==> config.mk <==
export PLATFORM = sky130hd
export DESIGN_NAME = image_rotator
export DESIGN_NICKNAME = d
export VERILOG_FILES = /design/src/rot_pkg.sv /design/src/image_rotator.sv /design/src/bank_switch.sv /design/src/rotate_mapper.sv /design/src/raster_tracker.sv /design/src/stream_delay.sv
export VERILOG_INCLUDE_DIRS = /design/src
export SDC_FILE = /design/constraint.sdc
export NUM_CORES = 2
export LEC_CHECK = 0
export BUFFER_PORTS_ARGS = -buffer_cell sky130_fd_sc_hd__buf_4
export CORE_ASPECT_RATIO = 1.2
export CORE_MARGIN = 1
export CORE_UTILIZATION = 25
export DETAILED_ROUTE_END_ITERATION = 16
export PLACE_DENSITY = 0.39
export SYNTH_ARGS = -nofsm -noshare
export SYNTH_HDL_FRONTEND = slang
export SYNTH_SLANG_ARGS = --single-unit
==> constraint.sdc <==
create_clock -name clk -period 29.2 [get_ports clk]
set_input_delay 4.38 -clock clk [delete_from_list [all_inputs] [get_ports clk]]
set_output_delay 4.38 -clock clk [all_outputs]
set_load 0.1 [all_outputs]
==> src/rot_settings.svh <==
/* rotator settings */
`ifndef ROT_SETTINGS_SVH
`define ROT_SETTINGS_SVH

// external sram address width
`define ROT_ADDR_WIDTH 21

// bayer pixel width
`define ROT_DATA_WIDTH 16

// signed sine and cosine, 1.0 is 2**(width-2)
`define ROT_ANGLE_WIDTH 10

// row and column counter width
`define ROT_DIM_WIDTH 11

// frame size assumed until the first measurement
`define ROT_RESET_COLS 1280
`define ROT_RESET_ROWS 720

// input to output delay in cycles
`define ROT_LATENCY 3

`endif
==> src/rot_pkg.sv <==
/* rotator types */
`include "rot_settings.svh"

package rot_pkg;

   // token kinds carried on the stream
   typedef enum logic [2:0] {
      NONE        = 3'd0,
      FRAME_START = 3'd1,
      ROW_START   = 3'd2,
      PIXEL       = 3'd3,
      ROW_END     = 3'd4,
      FRAME_END   = 3'd5
   } dtype_t;

   // one stream word, fields only meaningful while valid is high
   typedef struct packed {
      logic                       valid;
      dtype_t                     dtype;
      logic [`ROT_DATA_WIDTH-1:0] data;
   } stream_t;

   // source position plus measured frame size
   typedef struct packed {
      logic [`ROT_DIM_WIDTH-1:0] row;
      logic [`ROT_DIM_WIDTH-1:0] col;
      logic [`ROT_DIM_WIDTH-1:0] num_cols;
      logic [`ROT_DIM_WIDTH-1:0] num_rows;
   } pos_t;

   // request to one sram bank, enables active low
   typedef struct packed {
      logic [`ROT_ADDR_WIDTH-1:0] addr;
      logic                       web;
      logic                       oeb;
      logic [`ROT_DATA_WIDTH-1:0] wdata;
   } sram_req_t;

endpackage

==> src/image_rotator.sv <==
/* image rotator top */
`timescale 1ns/1ps
`include "rot_settings.svh"

module image_rotator
   import rot_pkg::*;
(
   input  logic                               clk,
   input  logic                               resetb,
   input  logic                               enable,
   input  stream_t                            in_tok,
   input  logic signed [`ROT_ANGLE_WIDTH-1:0] sin_theta,
   input  logic signed [`ROT_ANGLE_WIDTH-1:0] cos_theta,
   output stream_t                            out_tok,
   output sram_req_t                          sram0,
   output sram_req_t                          sram1,
   input  logic [`ROT_DATA_WIDTH-1:0]         rdata0,
   input  logic [`ROT_DATA_WIDTH-1:0]         rdata1
);

   pos_t                               pos;
   logic signed [`ROT_ANGLE_WIDTH-1:0] sin_lat;
   logic signed [`ROT_ANGLE_WIDTH-1:0] cos_lat;
   logic                               bank;
   logic [`ROT_ADDR_WIDTH-1:0]         raddr;
   logic                               out_of_bounds;
   logic                               pix_valid;
   logic [`ROT_DATA_WIDTH-1:0]         pix_data;
   stream_t                            tok_d;

   raster_tracker u_tracker (
      .clk       (clk),
      .resetb    (resetb),
      .enable    (enable),
      .in_tok    (in_tok),
      .sin_theta (sin_theta),
      .cos_theta (cos_theta),
      .pos       (pos),
      .sin_lat   (sin_lat),
      .cos_lat   (cos_lat),
      .bank      (bank)
   );

   rotate_mapper u_mapper (
      .pos           (pos),
      .sin_lat       (sin_lat),
      .cos_lat       (cos_lat),
      .raddr         (raddr),
      .out_of_bounds (out_of_bounds)
   );

   // token path, same delay as the sram round trip
   stream_delay #(
      .T     (stream_t),
      .DEPTH (`ROT_LATENCY)
   ) u_bypass (
      .clk    (clk),
      .resetb (resetb),
      .din    (in_tok),
      .dout   (tok_d)
   );

   bank_switch u_banks (
      .clk           (clk),
      .resetb        (resetb),
      .enable        (enable),
      .in_tok        (in_tok),
      .bank          (bank),
      .raddr         (raddr),
      .out_of_bounds (out_of_bounds),
      .sram0         (sram0),
      .sram1         (sram1),
      .rdata0        (rdata0),
      .rdata1        (rdata1),
      .pix_valid     (pix_valid),
      .pix_data      (pix_data)
   );

   // rotated pixel replaces the delayed data, control tokens pass as is
   always_comb begin
      out_tok = tok_d;
      if (pix_valid) begin
         out_tok.data = pix_data;
      end
   end

endmodule

==> src/bank_switch.sv <==
/* sram bank switch */
`timescale 1ns/1ps
`include "rot_settings.svh"

module bank_switch
   import rot_pkg::*;
(
   input  logic                       clk,
   input  logic                       resetb,
   input  logic                       enable,
   input  stream_t                    in_tok,
   input  logic                       bank,
   input  logic [`ROT_ADDR_WIDTH-1:0] raddr,
   input  logic                       out_of_bounds,
   output sram_req_t                  sram0,
   output sram_req_t                  sram1,
   input  logic [`ROT_DATA_WIDTH-1:0] rdata0,
   input  logic [`ROT_DATA_WIDTH-1:0] rdata1,
   output logic                       pix_valid,
   output logic [`ROT_DATA_WIDTH-1:0] pix_data
);

   localparam sram_req_t REQ_IDLE = '{addr: '0, web: 1'b1, oeb: 1'b1, wdata: '0};

   logic                       frame_start;
   logic                       pixel;
   logic [`ROT_ADDR_WIDTH-1:0] wr_cnt;
   logic                       rd_active;
   logic                       rd_bank;
   logic                       rd_valid_s;
   logic [`ROT_DATA_WIDTH-1:0] rdata_s;
   logic                       ob_d;

   assign frame_start = in_tok.valid && (in_tok.dtype == FRAME_START);
   assign pixel       = in_tok.valid && (in_tok.dtype == PIXEL);

   // edge 1, issue write to one bank and rotated read to the other
   always_ff @(posedge clk or negedge resetb) begin
      if (!resetb) begin
         sram0     <= REQ_IDLE;
         sram1     <= REQ_IDLE;
         wr_cnt    <= '0;
         rd_active <= 1'b0;
         rd_bank   <= 1'b0;
      end else begin
         sram0     <= REQ_IDLE;
         sram1     <= REQ_IDLE;
         rd_active <= 1'b0;
         if (frame_start) begin
            // pixels land at their raster index
            wr_cnt <= '0;
         end else if (enable && pixel) begin
            wr_cnt    <= wr_cnt + 1'b1;
            rd_active <= 1'b1;
            rd_bank   <= ~bank;
            if (!bank) begin
               sram0 <= '{addr: wr_cnt, web: 1'b0, oeb: 1'b1, wdata: in_tok.data};
               sram1 <= '{addr: raddr, web: 1'b1, oeb: 1'b0, wdata: '0};
            end else begin
               sram1 <= '{addr: wr_cnt, web: 1'b0, oeb: 1'b1, wdata: in_tok.data};
               sram0 <= '{addr: raddr, web: 1'b1, oeb: 1'b0, wdata: '0};
            end
         end
      end
   end

   // read strobe follows the request by one and two edges
   always_ff @(posedge clk or negedge resetb) begin
      if (!resetb) begin
         rd_valid_s <= 1'b0;
         pix_valid  <= 1'b0;
      end else begin
         rd_valid_s <= rd_active;
         pix_valid  <= rd_valid_s;
      end
   end

   // edge 2 samples the bank that was read, edge 3 sends the pixel
   always_ff @(posedge clk) begin
      rdata_s  <= rd_bank ? rdata1 : rdata0;
      pix_data <= ob_d ? '0 : rdata_s;
   end

   // flag lines up with the sampled read data
   stream_delay #(
      .T     (logic),
      .DEPTH (`ROT_LATENCY - 1)
   ) u_ob_delay (
      .clk    (clk),
      .resetb (resetb),
      .din    (out_of_bounds),
      .dout   (ob_d)
   );

endmodule

==> src/rotate_mapper.sv <==
/* rotated address mapper */
`timescale 1ns/1ps
`include "rot_settings.svh"

module rotate_mapper
   import rot_pkg::*;
(
   input  pos_t                               pos,
   input  logic signed [`ROT_ANGLE_WIDTH-1:0] sin_lat,
   input  logic signed [`ROT_ANGLE_WIDTH-1:0] cos_lat,
   output logic [`ROT_ADDR_WIDTH-1:0]         raddr,
   output logic                               out_of_bounds
);

   localparam int DW   = `ROT_DIM_WIDTH;
   localparam int AW   = `ROT_ANGLE_WIDTH;
   localparam int CW   = DW + 1;
   localparam int SW   = CW + AW + 1;
   localparam int FRAC = AW - 2;

   logic signed [CW-1:0] col_c;
   logic signed [CW-1:0] row_c;
   logic signed [SW-1:0] col_m;
   logic signed [SW-1:0] row_m;
   logic signed [SW-1:0] col_o;
   logic signed [SW-1:0] row_o;
   logic signed [SW-1:0] col_b;
   logic signed [SW-1:0] row_b;
   logic signed [SW-1:0] cols_ext;
   logic signed [SW-1:0] rows_ext;
   logic [2*DW-1:0]      lin;

   // frame size widened so it compares against the signed position
   assign cols_ext = $signed({{(SW-DW){1'b0}}, pos.num_cols});
   assign rows_ext = $signed({{(SW-DW){1'b0}}, pos.num_rows});

   // move origin to the image centre
   assign col_c = $signed({1'b0, pos.col}) - $signed({2'b0, pos.num_cols[DW-1:1]});
   assign row_c = $signed({1'b0, pos.row}) - $signed({2'b0, pos.num_rows[DW-1:1]});

   // rotation matrix
   assign col_m = col_c * cos_lat - row_c * sin_lat;
   assign row_m = col_c * sin_lat + row_c * cos_lat;

   // drop fraction bits, then back to the top left origin
   assign col_o = (col_m >>> FRAC) + (cols_ext >>> 1);
   assign row_o = (row_m >>> FRAC) + (rows_ext >>> 1);

   // keep the bayer phase of the source pixel
   assign col_b = {col_o[SW-1:1], pos.col[0]};
   assign row_b = {row_o[SW-1:1], pos.row[0]};

   assign out_of_bounds = (col_b < 0) || (col_b >= cols_ext) ||
                          (row_b < 0) || (row_b >= rows_ext);

   // raster index inside the stored frame
   assign lin   = row_b[DW-1:0] * pos.num_cols + {{DW{1'b0}}, col_b[DW-1:0]};
   assign raddr = lin[`ROT_ADDR_WIDTH-1:0];

endmodule

==> src/raster_tracker.sv <==
/* raster position tracker */
`timescale 1ns/1ps
`include "rot_settings.svh"

module raster_tracker
   import rot_pkg::*;
(
   input  logic                               clk,
   input  logic                               resetb,
   input  logic                               enable,
   input  stream_t                            in_tok,
   input  logic signed [`ROT_ANGLE_WIDTH-1:0] sin_theta,
   input  logic signed [`ROT_ANGLE_WIDTH-1:0] cos_theta,
   output pos_t                               pos,
   output logic signed [`ROT_ANGLE_WIDTH-1:0] sin_lat,
   output logic signed [`ROT_ANGLE_WIDTH-1:0] cos_lat,
   output logic                               bank
);

   localparam int DW = `ROT_DIM_WIDTH;

   // position of the next pixel in the current frame
   logic [DW-1:0] row_cnt;
   logic [DW-1:0] col_cnt;

   // frame size as measured from the last row end and frame end
   logic [DW-1:0] num_cols;
   logic [DW-1:0] num_rows;

   always_ff @(posedge clk or negedge resetb) begin
      if (!resetb) begin
         row_cnt  <= '0;
         col_cnt  <= '0;
         num_cols <= DW'(`ROT_RESET_COLS);
         num_rows <= DW'(`ROT_RESET_ROWS);
         sin_lat  <= '0;
         cos_lat  <= '0;
         bank     <= 1'b0;
      end else if (enable && in_tok.valid) begin
         case (in_tok.dtype)
            FRAME_START: begin
               row_cnt <= '0;
               col_cnt <= '0;
               // swap read and write banks, angle held for the whole frame
               bank    <= ~bank;
               sin_lat <= sin_theta;
               cos_lat <= cos_theta;
            end
            ROW_START: begin
               col_cnt <= '0;
            end
            PIXEL: begin
               col_cnt <= col_cnt + 1'b1;
            end
            ROW_END: begin
               // column counter now holds the pixels seen in this row
               row_cnt  <= row_cnt + 1'b1;
               num_cols <= col_cnt;
            end
            FRAME_END: begin
               num_rows <= row_cnt;
            end
            default: begin
               // idle token, nothing to track
            end
         endcase
      end
   end

   assign pos = '{row: row_cnt, col: col_cnt, num_cols: num_cols, num_rows: num_rows};

endmodule

==> src/stream_delay.sv <==
/* register delay line */
`timescale 1ns/1ps

module stream_delay #(
   parameter type T     = logic,
   parameter int  DEPTH = 3
) (
   input  logic clk,
   input  logic resetb,
   input  T     din,
   output T     dout
);

   // stage 0 takes the input, last stage drives the output
   T stage [DEPTH];

   always_ff @(posedge clk or negedge resetb) begin
      if (!resetb) begin
         for (int i = 0; i < DEPTH; i++) begin
            stage[i] <= '0;
         end
      end else begin
         stage[0] <= din;
         for (int i = 1; i < DEPTH; i++) begin
            stage[i] <= stage[i-1];
         end
      end
   end

   assign dout = stage[DEPTH-1];

endmodule

==> out/qor_table.md <==
| Item | Reported | Unit |
|---|---|---|
| CTS hold repair buffers | 0 | - |
| Hold crit path type | reg2reg | - |
| Initial cell density of the core | 25.2 | % |
| Ys async rst share | 87.7 | % |
| Tmin final | 15060 | ps |
| Cell at the root of the clock tree | clkbuf_16 | - |
| Most used standard cells in the synthesized netlist | inv_1, fa_1, nand2_1 | - |
| Worst-case hold path end point | u_bypass.stage[37] | - |
| Final setup vio count | 0 | - |
| Synthesized area divided by synthesized cell count | 9.86 | um2 |
| Number of enable-type register cells in the synthesized netlist | 0 | - |
| Syn-to-layout area delta | 14.2 | % |
| Run status | finished clean | - |
| Synthesized instance count | 3457 | - |
| Number of cells on the worst hold path | 0 | - |
| Startpoint of the lowest-slack register-to-register path | u_tracker.num_cols[2] | - |
| Most used flip-flop cell after synthesis | dfrtp_1 | - |
| Largest cells by area after synthesis | fa_1, dfrtp_1, ha_1 | - |
| Unrepaired setup endpoints after global routing | false | - |
| Tightest Pin Transition | 1050 | ps |
| Clock Latency Late Sink | 590 | ps |
| Slowest stage cell on the critical path | dfrtp_1 | - |
| Vias in the first global route | 24500 | - |
| Number of input and output port buffers inserted | 172 | - |
| Number of remaining DRC errors | 0 | - |
| Number of warnings printed during yosys synthesis | 0 | - |
| Beginning of the worst hold path | u_bypass.stage[57] | - |
| Largest net degree at the start of global routing | 64 | - |
| Core area | 136000 | um2 |
| Flops & latches, synth | 260 | - |
| Net count reported at finish | 4561 | - |
| Crit end category | flop | - |
| Part of the Yosys area used for sequential elements | 18.6 | % |
| Worst-case reg-to-reg path depth | 55 | - |
| Hold Vio Cnt, Final | 0 | - |
| Number of distinct library cell variants in the gate-level netlist after synthesis | 72 | - |
| FP Rows | 148 | - |
| Number of vias per cell after detailed routing | 4.22 | - |
| CTS max path bufs | 3 | - |
| Timing-limited maximum frequency | 0.0664 | GHz |
| Routability Congestion | 0.763 | - |
| Combined area of all synthesized cells | 34100 | um2 |
| Clock transition at the registers of the reported paths | 60 | ps |
| Most frequent CP cell | fa_1 | - |
| Number of buffers added by the clock tree synthesis step | 34 | - |
| Worst Setup Start Kind | flop | - |
| Proportion of layout cells with a drive suffix above 1 | 11.1 | % |
| Final Cycle Share | 51.6 | % |
| CTS H-tree lvls | 2 | - |
| Worst-path fanout max | 20 | - |
| Filler cells | 14400 | - |
| Most frequently used cell type in the post-synthesis netlist | inv_1 | - |
| Headroom to the max-slew limit | 30.2 | % |
| Delay contributed by the slowest stage of the critical path | 690 | ps |
| Critical path data arrival time | 15520 | ps |
| Area share of the largest cell type after synthesis | 36.2 | % |
| Final Max Slew Viols | 0 | - |
| Violation count after the first detailed-routing iteration | 922 | - |
| Wire length of the first global-routing pass | 151 | mm |
| Half-perimeter wire length of the detailed placement result | 75.6 | mm |
| Global-route total usage across every layer | 14.4 | % |
| CTS resizes | 0 | - |
| Top-level port count | 173 | - |
| Setup TNS after final layout | 0 | ps |
| Number of buffers inserted by post-CTS setup repair | 0 | - |
| TritonCTS clock tree | built | - |
| WL/cell | 17.7 | um |
| Largest clock skew in the final design | 36.1 | ps |
| Die H | 407 | um |
| Yosys top cell by area | fa_1 | - |
| Area enclosed by the die boundary | 138000 | um2 |
| Synthesized Nets | 4431 | - |
| Die extent in x | 339 | um |
| Number of detailed-routing iterations run before antenna repair | 6 | - |
| Antenna violations before repair | 4 | - |
| Data required, critical path | 29670 | ps |
| Sink Count | 260 | - |
| Minimum setup slack among reg-to-reg paths | 14140 | ps |
| Max-cap violation count | 0 | - |
| Post-route ant nets | 0 | - |
| FF-to-FF End | u_banks.sram0[38] | - |
| Type of the worst setup path | reg2reg | - |
| Routed via count | 22800 | - |
| Final Routed Wirelength | 96.1 | mm |
| Total congestion overflow | 0 | - |
worst max-delay path by stage:
stage / from / endpoint / slack [ps] / depth (start not counted)
6_report: u_tracker.num_cols[2] / u_banks.sram0[38] / 14140 / 55
5_1_grt: u_tracker.num_cols[2] / u_banks.sram0[38] / 13030 / 55
4_1_cts: u_tracker.num_cols[2] / u_banks.sram0[38] / 13900 / 55
3_5_place_dp: u_tracker.num_cols[2] / u_banks.sram0[38] / 13970 / 55
3_3_place_gp: u_tracker.num_cols[2] / u_banks.sram1[38] / 14130 / 55
2_1_floorplan: u_tracker.num_cols[2] / u_banks.sram0[38] / 15750 / 56
state kept, by name (all words and copies together), names as in the netlist, 10 cells and up:
register            cells
u_bypass.dout          20
u_banks.pix_data       16
u_tracker.num_rows     11
u_banks.sram0          39
u_tracker.row_cnt      11
u_tracker.sin_lat      10
u_banks.wr_cnt         21
u_banks.rdata_s        16
u_tracker.col_cnt      11
u_bypass.stage         40
u_banks.sram1          37
u_tracker.cos_lat      10
u_tracker.num_cols     11
stage by stage:
stage / instances / util [%] / setup WS, ps / hold WS, ps / instance area [um2]
after floorplan: 3457 / - / 15750 / 331 / 34100
after global placement: 5351 / 27.8 / 14130 / 332 / 37700
after detailed placement: 5351 / 27.8 / 13970 / 335 / 37700
after CTS: 5413 / 28.7 / 13900 / 308 / 38900
after global routing: 5413 / 28.7 / 13030 / 318 / 38900
final: 5414 / 28.7 / 14140 / 320 / 38900
final cells by class:
| type | count | area, um2 | share of cell area, % |
|---|---|---|---|
| Inverter | 706 | 2650 | 6.81 |
| Tap cell | 1800 | 2250 | 5.79 |
| Clock buffer | 43 | 945 | 2.43 |
| Antenna cell | 1 | 2.50 | 0.00643 |
| Sequential cell | 260 | 6360 | 16.3 |
| Timing Repair Buffer | 233 | 1760 | 4.51 |
| Multi-Input combinational cell | 2352 | 24700 | 63.5 |
| Clock inverter | 19 | 240 | 0.617 |
worst max-delay path, delay by kind of cell (launching register included):
family | cells | cell delay, ps
XOR/XNOR | 4 | 680
AO/OA/AOI/OAI | 17 | 3930
buffers and inverters | 11 | 1220
flip-flops | 1 | 690
AND/OR/NAND/NOR | 7 | 1290
adder cells (fa/ha/maj) | 16 | 7120
kinds of logic (layout without fill, tap and decap cells):
family	after synthesis	count (layout)	share of synthesized area, %
adder cells (fa/ha/maj)	899	899	46.6
other	0	1	0
AND/OR/NAND/NOR	991	991	14.5
flip-flops	260	260	18.6
AO/OA/AOI/OAI	240	240	4.72
XOR/XNOR	139	139	3.57
multiplexers	83	83	2.67
buffers and inverters	845	1001	9.37
metal layers:
metal	track usage, %	vias up	part of all wire, %
met4	3.61	0	2.3
met1	19.0	11700	45
met2	25.0	369	50
met5	0	-	0
li1	-	10700	-
met3	1.66	87	3.4
placed cells by master, fill, tap and decap left out, types with 10 or more instances in the layout:
cell       count
inv_1        703
fa_1         617
nand2_1      351
ha_1         282
and2_1       260
buf_4        232
dfrtp_1      219
nor2_1       154
xnor2_1       79
nor2b_1       71
mux2_2        62
o21ai_0       57
a21oi_1       53
nand2b_1      50
xor2_1        48
clkbuf_16     34
dfxtp_1       32
a21o_1        28
mux2i_1       20
nor3_1        19
nand4_1       19
nand3_1       18
and3_1        15
or3_1         11
o21a_1        10
a22o_1        10
Power is not shown: default switching activity piles up to over one toggle a cycle in this logic, so the estimate is an artifact.
